### src/rv_isa_pkg.sv
package rv_isa_pkg;

  typedef logic [31:0] instr_t;
  typedef logic [15:0] cinstr_t;
  typedef logic [31:0] addr_t;
  typedef logic [7:0]  byte_t;
  typedef logic [4:0]  reg_t;

  // major opcodes of the 32-bit forms
  localparam logic [6:0] OPC_OP_IMM = 7'b0010011;
  localparam logic [6:0] OPC_OP     = 7'b0110011;
  localparam logic [6:0] OPC_JAL    = 7'b1101111;

  localparam logic [2:0] FUNCT3_ADD = 3'b000; // shared by ADD and ADDI
  localparam logic [6:0] FUNCT7_ADD = 7'b0000000;

  localparam reg_t REG_ZERO = 5'd0;

  // compressed quadrants, low two bits of a 16-bit word
  localparam logic [1:0] C_Q1 = 2'b01;
  localparam logic [1:0] C_Q2 = 2'b10;
  localparam logic [1:0] C_FULL = 2'b11; // not compressed

  // quadrant 1 funct3
  localparam logic [2:0] C3_ADDI = 3'b000;
  localparam logic [2:0] C3_LI   = 3'b010;
  localparam logic [2:0] C3_J    = 3'b101;

  // quadrant 2 funct4
  localparam logic [3:0] C4_MV  = 4'b1000;
  localparam logic [3:0] C4_ADD = 4'b1001;

endpackage

### src/fetch_cfg_pkg.sv
package fetch_cfg_pkg;

  // program memory
  localparam int MEM_BYTES = 256;
  localparam int MEM_AW    = 8;

  // buffer depths, also the initial credit counts of the two links
  localparam int QUEUE_DEPTH = 4;
  localparam int ISSUE_DEPTH = 2;

  localparam int CREDIT_W = 3;

  typedef logic [CREDIT_W-1:0] credit_t;
  typedef logic [MEM_AW-1:0]   mem_idx_t;

endpackage

### src/fetch_if.sv
interface fetch_if
  import rv_isa_pkg::*;
();

  logic   valid;  // push strobe
  addr_t  pc;
  instr_t instr;
  logic   credit; // one credit back per pulse

  modport producer (
    output valid,
    output pc,
    output instr,
    input  credit
  );

  modport consumer (
    input  valid,
    input  pc,
    input  instr,
    output credit
  );

endinterface

### src/issue_port.sv
module issue_port
  import rv_isa_pkg::*;
  import fetch_cfg_pkg::*;
(
  input  logic   clk,
  input  logic   rst,
  input  logic   redirect,
  input  logic   out_ready,
  fetch_if.consumer in,
  output logic   out_valid,
  output addr_t  out_pc,
  output instr_t out_instr
);

  localparam int PTR_W = $clog2(ISSUE_DEPTH);
  localparam int CNT_W = $clog2(ISSUE_DEPTH + 1);

  addr_t  pc_buf    [ISSUE_DEPTH];
  instr_t instr_buf [ISSUE_DEPTH];

  logic [PTR_W-1:0] head;
  logic [PTR_W-1:0] tail;
  logic [CNT_W-1:0] count;

  logic push;
  logic accept;

  assign push   = in.valid && !redirect;
  assign accept = out_valid && out_ready;

  assign out_valid = (count != '0);
  assign out_pc    = pc_buf[head]; // oldest entry
  assign out_instr = instr_buf[head];
  assign in.credit = accept && !redirect;

  always_ff @(posedge clk) begin
    if (push) begin
      pc_buf[tail]    <= in.pc;
      instr_buf[tail] <= in.instr;
    end
  end

  always_ff @(posedge clk) begin
    if (rst || redirect) begin
      head  <= '0;
      tail  <= '0;
      count <= '0;
    end else begin
      head  <= head + PTR_W'(accept);
      tail  <= tail + PTR_W'(push);
      count <= count + CNT_W'(push) - CNT_W'(accept);
    end
  end

  // queue credits must never overrun the two holding slots
  a_no_push_when_full: assert property (
    @(posedge clk) disable iff (rst) in.valid |-> count != CNT_W'(ISSUE_DEPTH)
  );

endmodule

### src/flat_wrapper.sv
// flat-port wrapper written by rule: the top's interface ports become plain ports
module issue_port_flat import rv_isa_pkg::*; import fetch_cfg_pkg::*;
  (clk, rst, redirect, out_ready, out_valid, out_pc, out_instr, in_valid, in_pc, in_instr, in_credit);
  fetch_if in_i ();
  input  logic clk;
  input  logic rst;
  input  logic redirect;
  input  logic out_ready;
  output logic out_valid;
  output addr_t out_pc;
  output instr_t out_instr;
  input wire logic [$bits(in_i.valid)-1:0] in_valid;
  input wire logic [$bits(in_i.pc)-1:0] in_pc;
  input wire logic [$bits(in_i.instr)-1:0] in_instr;
  output wire logic [$bits(in_i.credit)-1:0] in_credit;
  assign in_i.valid = in_valid;
  assign in_i.pc = in_pc;
  assign in_i.instr = in_instr;
  assign in_credit = in_i.credit;
  issue_port u_core (.clk(clk), .rst(rst), .redirect(redirect), .out_ready(out_ready), .in(in_i), .out_valid(out_valid), .out_pc(out_pc), .out_instr(out_instr));
endmodule
### config.mk
export PLATFORM = sky130hd
export DESIGN_NAME = issue_port_flat
export DESIGN_NICKNAME = d
export VERILOG_FILES = /design/src/rv_isa_pkg.sv /design/src/fetch_cfg_pkg.sv /design/src/fetch_if.sv /design/src/issue_port.sv /design/src/flat_wrapper.sv
export SDC_FILE = /design/constraint.sdc
export NUM_CORES = 1
export LEC_CHECK = 0
export BUFFER_PORTS_ARGS = -buffer_cell sky130_fd_sc_hd__buf_4
export CORE_UTILIZATION = 50
export DETAILED_ROUTE_END_ITERATION = 10
export HOLD_SLACK_MARGIN = 0.1
export PLACE_DENSITY_LB_ADDON = 0.08
export SLEW_MARGIN = 10
export SYNTH_ARGS = -nofsm -noshare
export SYNTH_HDL_FRONTEND = slang
export SYNTH_SLANG_ARGS = --single-unit
### constraint.sdc
create_clock -name clk -period 6.6 [get_ports clk]
set_input_delay 0.66 -clock clk [delete_from_list [all_inputs] [get_ports clk]]
set_output_delay 0.66 -clock clk [all_outputs]
set_load 0.05 [all_outputs]
After elaboration in Yosys (flattened, before gate mapping)
Memories as Yosys holds them, arrays and structs flattened. A register that Yosys moved wholly into a read port is not among the register bits. Cells that the tools add are included.

Flip-flop bits (word level): 4. Latch bits: 0. RAM bits: 128. Bits in read-only memories: 0. Memories kept: 2.

Memories: u_core.instr_buf (words 2, width 32, rd ports 1, clocked after memory_dff 1, wr ports 1, RTL line issue_port.sv:19) `instr_t instr_buf [ISSUE_DEPTH];`; u_core.pc_buf (words 2, width 32, rd ports 1, clocked after memory_dff 1, wr ports 1, RTL line issue_port.sv:18) `addr_t pc_buf [ISSUE_DEPTH];`.

Add/sub/neg operators: 4. $mul: 0. Div/mod/pow operators: 0. Magnitude comparators: 0. Equality and inequality tests: 0. Shift-type cells: 0. Muxes and demuxes: 4. Bitwise gates (word level): 0. Reductions and logical operators: 6.

Operator list (number): $mux 1 (4); $logic_and 1x1->1 (3); $add 1x1->1 (2); $add 2x1->2 (1); $reduce_bool 2->1 (1); $sub 2x1->2 (1); $logic_not 1->1 (1); $logic_or 1x1->1 (1).

Depth between registers and ports, before layout
Gate-level depths: netlist (run 1).

Word-level depth: 4. Mapped depth: 6.

Least setup slack after synthesis (run 1)
No wires, ideal clock.

Kind: input to register. Start: input in_valid. End: memory u_core.instr_buf[1][0] (netlist bit), enable pin. Setup time: 429 ps. Data arrival time: 2445 ps. Data required time: 6171 ps. Path slack: 3726 ps. Stages: 2. Path buffers: 0. Path through: nor2b_1 > ha_1.

Word-level cells in the longest chain between the ends: 3.

RTL lines: from (decl) (RTL line flat_wrapper.sv:12) `input wire logic [$bits(in_i.valid)-1:0] in_valid;`; $logic_and 1x1->1 (RTL line issue_port.sv:28) `assign push = in.valid && !redirect;`; $mux 1 (RTL line issue_port.sv:37) `if (push) begin`; $mux 1 (implied by the code) (RTL line issue_port.sv:39) `instr_buf[tail] <= in.instr;`; to (decl) (RTL line issue_port.sv:19).

No other way between the ends.

==> flow_metrics.tcl, run 1 <==
set metrics [dict create \
    die_area_um2 10430 \
    p_leak_nw 2.557 \
    yosysTopAreaCell "edfxtp_1" \
    synth_ff_type "edfxtp_1" \
    finalSetupTns_ps 0 \
    place_inst 483 \
    antenna_found_initial 0 \
    reg2reg_depth 3 \
    worst_pin_slew_ps 1120 \
    dp_hpwl_um 5122 \
    clk_path_buf_depth 2 \
    grt_overflow 0 \
    cts_max_level 4 \
    fp.coreArea_um2 9729 \
    syn_area_per_cell_um2 22.68 \
    ctsHoldBuffers 0 \
    synth_edf_count 128 \
    port_buffers 134 \
    yosys.cell_types.count 14 \
    ys_async_sr_fraction_pct 0 \
    status "finished clean" \
    multiInputGateArea_um2 1016 \
    layout_worst_path_cycle_share_pct 44.25 \
    hold_path_class "in2reg" \
    ir_drop_mv 0.1710 \
    cts_tree "done" \
    clk_latency_ps 510 \
    clk_pin_slew_worst_paths_ps 60 \
    dp_worst_setup_slack_ps 3840 \
    gp_congestion 0.6416 \
    synth-seq-area-share_pct 78.28 \
    instances_no_fill 515 \
    floorplan.die.width_um 102.1 \
    cts_root_buf "clkbuf_8" \
    critPathMaxStageDelay_ps 1050 \
    grt_usage_pct 16.35 \
    wirelength_um 8208 \
    synthToLayoutAreaGrowth_pct 33.45 \
    wl_per_cell_um 15.94 \
    power.density_nw_per_um2 297.8 \
    drt_iter0_drc 70 \
    dieHeight_um 102.1 \
    top_level_ports 135 \
    relSlewSlack_pct 25.32 \
    yosys.area.top_type_share_pct 76.68 \
    synth_fp_nets 294 \
    grt_pass1_vias 2317 \
    grt_setup_unrepaired "no" \
    vias 2470 \
    worst-setup-path-type "reg2out" \
    endpoint_kind "output port" \
    synth_seq_cells 132 \
    fillCellCount 692 \
    diodes 0 \
    finalHoldViolations 0 \
    cts.sink_count 132 \
    nets 442 \
    setup_viol 0 \
    fin_ws_ps 3679 \
    cts.repair.resized 0 \
    yosysWarnings 0 \
    detail_route.first_pass.iterations 4 \
    worstPathCellList "mux2_2 -> buf_4" \
    min-delay-start "in_pc[31]" \
    worst_path_max_delay_cell "dfxtp_4" \
    regArea_um2 3928 \
    arrival_ps 2260 \
    critical_path_peak_fanout 66 \
    post_cts_buffers 0 \
    antenna_left 0 \
    layout-drive-gt1-share_pct 61.78 \
    synth_cells 221 \
    drcViolationCount 0 \
    crit_required_ps 5940 \
    slew_viol_final 0 \
    grt_start_max_net_pins 67 \
    initial_utilization_pct 51.52 \
    critPathLaunchType "flop" \
    crit_start "u_core.head$_SDFF_PP0_" \
    synth.area.top_cells "edfxtp_1 77%, mux2_4 12%, mux2_2 5.6%, dfxtp_1 1.6%, buf_6 1.1%" \
    min_delay_path_depth 1 \
    cap_violations 0 \
    grt_pass1_wl_um 12020 \
    synthTopCellsByCount "128 x edfxtp_1, 40 x mux2_4, 25 x mux2_2" \
    rows 36 \
    max_freq_ghz 0.3424 \
    r2r_start "u_core.tail$_SDFF_PP0_" \
    syn_area_um2 5012 \
    synth.most_common_cell "edfxtp_1" \
    finClkSkew_ps 7.254 \
    numCtsBuffers 17 \
    vias_per_cell 4.796 \
    fin_crit_ps 2921 \
]
[cells in the final DEF, fill, tap and decap left out, types with 2 or more instances in the layout]
| cell | Yosys | layout |
|---|---|---|
| buf_4 | 0 | 136 |
| clkbuf_16 | 0 | 16 |
| clkinv_2 | 0 | 3 |
| clkinv_4 | 0 | 4 |
| clkinvlp_4 | 0 | 3 |
| dfxtp_1 | 4 | 3 |
| edfxtp_1 | 128 | 128 |
| ha_1 | 4 | 2 |
| ha_2 | 0 | 2 |
| inv_1 | 3 | 3 |
| inv_6 | 0 | 3 |
| mux2_2 | 25 | 25 |
| mux2_4 | 40 | 40 |
| nor2b_1 | 2 | 2 |
| nor3_1 | 3 | 3 |
| nor3b_1 | 2 | 2 |
[metrics by stage]
step                utilization, %  total power, mW  instance area (µm²)  hold WS [ps]
floorplan                        -            1.091                 5012         538.2
global placement             63.13            1.164                 6142         585.6
detailed placement           63.13            1.167                 6142         589.3
CTS                          68.75            2.012                 6689         310.9
global route                 68.75            2.059                 6689         304.1
finish                       68.75            1.992                 6689         334.8
[worst paths after layout]
| path | slack (ps) | endpoint |
|---|---|---|
| worst max register to register | 4620 | u_core.pc_buf[0][28]$_DFFE_PP_ |
| worst min register to register | 590 | u_core.tail$_SDFF_PP0_ |
| worst max-delay path | 3680 | out_pc[4] |
| worst min-delay path | 330 | u_core.pc_buf[0][31]$_DFFE_PP_ |
[cells by family after synthesis]
kind of cell / Yosys count / synth area share, %
AO/OA/AOI/OAI: 1 / 0.1498
XOR/XNOR: 1 / 0.4493
adder cells (fa/ha/maj): 4 / 0.9985
buffers and inverters: 10 / 1.548
flip-flops: 132 / 78.28
multiplexers: 65 / 17.60
AND/OR/NAND/NOR: 8 / 0.9734
[routing by layer]
metal / vias up / track usage (%) / part of all wire [%]
met2: 93 / 22.92 / 47
met1: 1195 / 21.61 / 44
met3: 8 / 7.319 / 8.2
met5: - / 0 / 0
met4: 0 / 8.242 / 0.93
li1: 1174 / - / -
[critical path: cells and delay by family, from the launching register on]
family,cells,cell delay (ps)
flops,1,1050
mux,1,440
buf+inv,1,190
[sequential cells by signal, indices dropped and copies added (netlist names)]
name              cells
u_core.tail           1
u_core.pc_buf        64
u_core.count          2
u_core.instr_buf     64
u_core.head           1
[cell type report]
type                       instances  share of cell area (%)
tap                              133                   2.488
sequential                       132                   58.72
timing repair buffer             136                   15.26
clock inverter                    15                   1.983
inverter                           3                  0.1684
clock buffer                      17                   6.192
multi-input combinational         79                   15.19
[power breakdown]
part           internal, mW  switching, mW  total (mW)
clock network         0.500          0.345       0.845
logic                0.0794          0.113       0.193
registers             0.946        0.00903       0.955
Note: power is estimated with default switching activity, not from simulation.
==> inputs of run 2 (changes only) <==
Settings changed: ABC_AREA from default to 1.
Clock period 6.6 ns to 2.7 ns, I/O delays scaled along.
==> run 2 against run 1 <==
Effect of this change: worst setup slack got worse by 3100 ps; clock skew fell by 3.4 ps; count of clock-buffer cells in the layout rose by 9; flip-flop and latch count did not move; sequential share of layout area fell by 5.7 points; synthesized cell count rose by 6.3%; non-clock buffer count rose by 69; highest routed layer unchanged.
==> flow_metrics.tcl, run 2 <==
set metrics [dict create \
    status "finished clean" \
    yosysTopAreaCell "edfxtp_1" \
    post_cts_buffers 0 \
    drcViolationCount 0 \
    diodes 0 \
    yosysWarnings 0 \
    cts_max_level 4 \
    synth.most_common_cell "edfxtp_1" \
    syn_area_per_cell_um2 21.33 \
    fin_crit_ps 2164 \
    finClkSkew_ps 3.818 \
    reg2reg_depth 5 \
    initial_utilization_pct 51.53 \
    synthToLayoutAreaGrowth_pct 47.67 \
    power.density_nw_per_um2 654.1 \
    min_delay_path_depth 5 \
    worst_pin_slew_ps 405.2 \
    synth-seq-area-share_pct 78.26 \
    arrival_ps 1890 \
    switching_share_pct 21.90 \
    dieHeight_um 102.1 \
    layout_worst_path_cycle_share_pct 80.14 \
    synth_cells 235 \
    endpoint_kind "output port" \
    grt_pass1_vias 2753 \
    clk_latency_ps 500 \
    synth_ff_type "edfxtp_1" \
    nets 525 \
    critPathLaunchType "flop" \
    p_leak_nw 2.872 \
    r2r_slack_ps 1120 \
    final_common_cell "buf_4" \
    synth_fp_nets 308 \
    ir_drop_mv 0.5610 \
    slew_viol_final 0 \
    die_area_um2 10430 \
    rows 36 \
    synth_edf_count 128 \
    largestRegisters "u_core.instr_buf x64, u_core.pc_buf x64, u_core.count x2" \
    finalSetupTns_ps 0 \
    relSlewSlack_pct 72.89 \
    p_comb_share_pct 11.6 \
    wirelength_um 8934 \
    worst-setup-path-type "reg2out" \
    layout_common_cells "135 x buf_4, 128 x edfxtp_1, 67 x dlygate4sd3_1" \
    yosys.cell_types.count 13 \
    dp_hpwl_um 5494 \
    vias 2790 \
    postLayoutCoreUtil_pct 76.09 \
    p_seq_share_pct 48.1 \
    ys_async_sr_fraction_pct 0 \
    hold_path_class "in2reg" \
    cts.repair.resized 0 \
    syn_area_um2 5014 \
    cts_root_buf "clkbuf_8" \
    max_freq_ghz 0.4621 \
    grt_usage_pct 17.64 \
    synth_seq_cells 132 \
    p_int_mw 3.782 \
    vias_per_cell 4.666 \
    detail_route.first_pass.iterations 4 \
    finalHoldViolations 0 \
    crit_required_ps 2430 \
    worstPathCellList "buf_4 -> mux2_2 -> buf_4" \
    crit_family "buffers and inverters" \
    cts_tree "done" \
    cts.sink_count 132 \
    yosys.area.top_type_share_pct 76.67 \
    min-delay-start "out_ready" \
    clk_pin_slew_worst_paths_ps 50 \
    drt_iter0_drc 72 \
    synthTopCellsByCount "128 x edfxtp_1, 38 x mux2_4, 26 x mux2_2" \
    antenna_left 0 \
    crit_buf_inv 2 \
    gp_congestion 0.7010 \
    synth.area.top_cells "edfxtp_1 77%, mux2_4 11%, mux2_2 5.8%, dfxtp_1 1.6%, buf_6 1.1%" \
    r2r_start "u_core.head$_SDFF_PP0_" \
    fp.coreArea_um2 9729 \
    grt_pass1_wl_um 13000 \
    r2r-end "u_core.head$_SDFF_PP0_" \
    critical_path_peak_fanout 22 \
    layout-drive-gt1-share_pct 49.68 \
    clk_path_buf_depth 2 \
    setup_viol 0 \
    top_level_ports 135 \
    pwr-share-clk_pct 40.3 \
    worst_path_max_delay_cell "dfxtp_4" \
    grt_overflow 0 \
    grt_start_max_net_pins 44 \
    floorplan.die.width_um 102.1 \
    grt_setup_unrepaired "no" \
    p_sw_mw 1.060 \
    ctsHoldBuffers 67 \
    holdPathEnd "u_core.head$_SDFF_PP0_" \
    port_buffers 134 \
    cap_violations 0 \
    numCtsBuffers 17 \
    wl_per_cell_um 14.94 \
    antenna_found_initial 0 \
    cpMostUsedCell "buf_4" \
    critPathMaxStageDelay_ps 440 \
]
==> run 2: changes by cell type after synthesis, moves of 2 or more <==
cell     before  now
inv_1         3   10
mux2_4       40   38
nor3_1        3    1
nor2_1        0    9
nor2b_1       2    0
nand3_1       0    2
nor3b_1       2    0
nand2_1       0    5
==> run 2: routing by layer <==
layer / track usage, % / vias to the layer above / share of wire (%)
met3: 4.446 / 16 / 4.2
li1: - / 1337 / -
met1: 21.34 / 1350 / 43
met4: 10.22 / 0 / 2.1
met2: 28.91 / 87 / 51
met5: 0 / - / 0
==> run 2: cell type report <==
| type | count | area, µm² |
|---|---|---|
| Clock buffer | 26 | 488.0 |
| Timing Repair Buffer | 205 | 1744 |
| Fill cell | 601 | 2326 |
| Inverter | 10 | 37.54 |
| Sequential cell | 132 | 3928 |
| Multi-Input combinational cell | 86 | 1011 |
| Tap cell | 133 | 166.4 |
| Clock inverter | 6 | 28.78 |
==> run 2: stage by stage <==
step | area [µm²] | worst slack, ps | total power [mW] | hold slack (ps) | cells
after floorplan | 5014 | 237.5 | 2.663 | 368.9 | 235
after global placement | 6216 | 873.9 | 2.846 | 455.3 | 499
after detailed placement | 6216 | 848.0 | 2.855 | 457.6 | 499
after CTS | 7403 | 487.2 | 4.881 | 150.5 | 598
after global routing | 7403 | 463.2 | 4.999 | 237.9 | 598
final | 7403 | 536.2 | 4.843 | 207.3 | 598
==> run 2: cell families after synthesis <==
logic type | synth area share, %
buffers and inverters | 2.071
AOI/OAI and AO/OA | 0.09973
muxes | 17.22
and+or+nand+nor | 1.348
adders and majority gates | 0.9983
DFF | 78.26
==> run 2: worst max path at each step <==
stage	startpoint	to	slack [ps]	depth (start not counted)
floorplan	in_valid	u_core.instr_buf[1][0]$_DFFE_PP_	240	3
detailed placement	redirect	u_core.instr_buf[1][15]$_DFFE_PP_	850	4
CTS	u_core.head$_SDFF_PP0_	out_pc[14]	490	3
finish	u_core.head$_SDFF_PP0_	out_pc[14]	540	3
global placement	redirect	u_core.instr_buf[1][15]$_DFFE_PP_	870	4
global route	u_core.head$_SDFF_PP0_	out_pc[14]	460	3
==> run 2: power groups by stage <==
stage               logic [mW]  clock network (mW)  registers, mW
global placement         0.480                   0           2.37
floorplan                0.296                   0           2.37
global route             0.593                2.07           2.33
detailed placement       0.486                   0           2.37
finish                   0.563                1.95           2.33
CTS                      0.566                1.99           2.33
==> run 2: worst reg2reg max path, cell delays in order (launching register included) <==
cell and delay, ps:
dfxtp_4 440, buf_12 280, nand3_1 120, nand2_1 60
dlygate4sd3_1 540, nor2_1 40
==> inputs of run 3 (changes only) <==
Settings changed: ABC_AREA 1 to 0, CORE_UTILIZATION 50 to 47.
Clock period 2.7 ns to 1.93 ns, I/O delays scaled along.
==> run 3 against run 2 <==
Effect of this change: clock skew is 4.0 ps higher; global-route usage is 0.97 points higher; final cell count stayed put; highest routed layer unchanged.
==> flow_metrics.tcl, run 3 (synthesis gave the netlist of run 1 again) <==
set metrics [dict create \
    status "finished clean" \
    fp.coreArea_um2 10320 \
    largestRegisters "u_core.instr_buf x64, u_core.pc_buf x64, u_core.count x2" \
    max_freq_ghz 0.5281 \
    critPathLaunchType "flop" \
    top_level_ports 135 \
    drt_iter0_drc 66 \
    p_sw_mw 1.669 \
    port_buffers 134 \
    gp_congestion 0.6630 \
    wl_per_cell_um 16.84 \
    grt_pass1_vias 3112 \
    floorplan.die.width_um 105.3 \
    cts_max_level 4 \
    worst_pin_slew_ps 377.9 \
    arrival_ps 1700 \
    detail_route.first_pass.iterations 4 \
    rows 37 \
    die_area_um2 11080 \
    relSlewSlack_pct 74.81 \
    wirelength_um 10070 \
    worst-setup-path-type "reg2out" \
    cts.sink_count 132 \
    slew_viol_final 0 \
    clk_pin_slew_worst_paths_ps 60 \
    fin_crit_ps 1893 \
    power.density_nw_per_um2 921.7 \
    p_int_mw 5.481 \
    vias_per_cell 4.724 \
    layout_common_cells "128 x edfxtp_1, 104 x buf_4, 68 x dlygate4sd3_1" \
    worst_hold_slack_ps 386.3 \
    p_seq_share_pct 45.5 \
    final_common_cell "edfxtp_1" \
    switching_share_pct 23.34 \
    layout-drive-gt1-share_pct 53.68 \
    grt_start_max_net_pins 39 \
    ir_drop_mv 0.5371 \
    synthToLayoutAreaGrowth_pct 54.77 \
    finalSetupTns_ps 0 \
    numCtsBuffers 17 \
    clk_latency_ps 510 \
    initial_utilization_pct 48.55 \
    layout_worst_path_cycle_share_pct 98.10 \
    hold_path_class "in2reg" \
    vias 2825 \
    finalHoldViolations 0 \
    dp_worst_setup_slack_ps 349.0 \
    pwr-share-clk_pct 42.6 \
    finClkSkew_ps 7.768 \
    nets 522 \
    dp_hpwl_um 5706 \
    clk_path_buf_depth 2 \
    grt_usage_pct 18.61 \
    endpoint_kind "output port" \
    r2r_slack_ps 500 \
    grt_pass1_wl_um 15120 \
    critical_path_peak_fanout 10 \
    cts_root_buf "clkbuf_8" \
    p_comb_share_pct 11.9 \
    antenna_found_initial 0 \
    dieHeight_um 105.3 \
    drcViolationCount 0 \
    p_leak_nw 3.000 \
    antenna_left 0 \
    crit_required_ps 1740 \
    diodes 0 \
    cts_tree "done" \
    grt_overflow 0 \
    fin_ws_ps 36.59 \
    setup_viol 0 \
    cap_violations 0 \
]
[run 3: changes by cell type in the layout (fill, tap and decap cells not counted), sizes merged, moves of 3 or more]
cell,before,now
nand2,5,0
nor2,9,0
buf,138,146
clkinvlp,0,3
clkbuf,26,19
inv,10,6
[run 3: layout make-up]
class / count / area (µm²)
Clock buffer: 17 / 414.1
Clock inverter: 15 / 157.7
Fill cell: 619 / 2566
Inverter: 3 / 11.26
Multi-Input combinational cell: 79 / 1020
Sequential cell: 132 / 3928
Tap cell: 136 / 170.2
Timing Repair Buffer: 216 / 2057
[run 3: metal layers]
| layer | vias to the layer above | GRT usage, % | part of all wire [%] |
|---|---|---|---|
| met5 | - | 0 | 0 |
| met2 | 97 | 32.75 | 53 |
| met1 | 1377 | 20.44 | 40 |
| met3 | 16 | 5.813 | 5.3 |
| met4 | 0 | 8.753 | 1.8 |
| li1 | 1335 | - | - |
[run 3: path summary, 6_finish.rpt]
path | start | endpoint | cells past startpoint
max | u_core.head$_SDFF_PP0_ | out_instr[1] | 4
min | in_valid | u_core.count[0]$_SDFF_PP0_ | 4
max reg2reg | u_core.count[0]$_SDFF_PP0_ | u_core.count[1]$_SDFF_PP0_ | 6
min reg2reg | u_core.count[1]$_SDFF_PP0_ | u_core.count[1]$_SDFF_PP0_ | 2
[run 3: through the flow]
stage          cells  util (%)  power [mW]  area [µm²]
2_1_floorplan    221         -       3.729        5012
3_3_place_gp     490     60.31       3.991        6226
3_5_place_dp     490     60.31       4.003        6226
4_1_cts          595     73.53       7.168        7591
5_1_grt          598     75.14       7.365        7757
6_report         598     75.14       7.150        7757
[run 3: critical path: stages, from the launching register on]
cell and delay [ps]:
dfxtp_4 390, buf_12 140, clkbuf_16 180, mux2_4 310
buf_6 150
[run 3: repair_timing]
item / CTS / global route
gates resized for setup: 9 / 30
hold endpoints to repair: 132 / 0
setup endpoints to repair: 47 / 34
cloned: 1 / 2
hold buffers: 68 / 0
buffers inserted: 4 / 2
[run 3: power by group through the flow]
stage,sequential [mW],clock [mW],combinational [mW]
floorplan,3.31,0,0.418
global placement,3.31,0,0.679
detailed placement,3.32,0,0.687
CTS,3.25,3.10,0.818
global route,3.26,3.22,0.889
finish,3.25,3.05,0.848
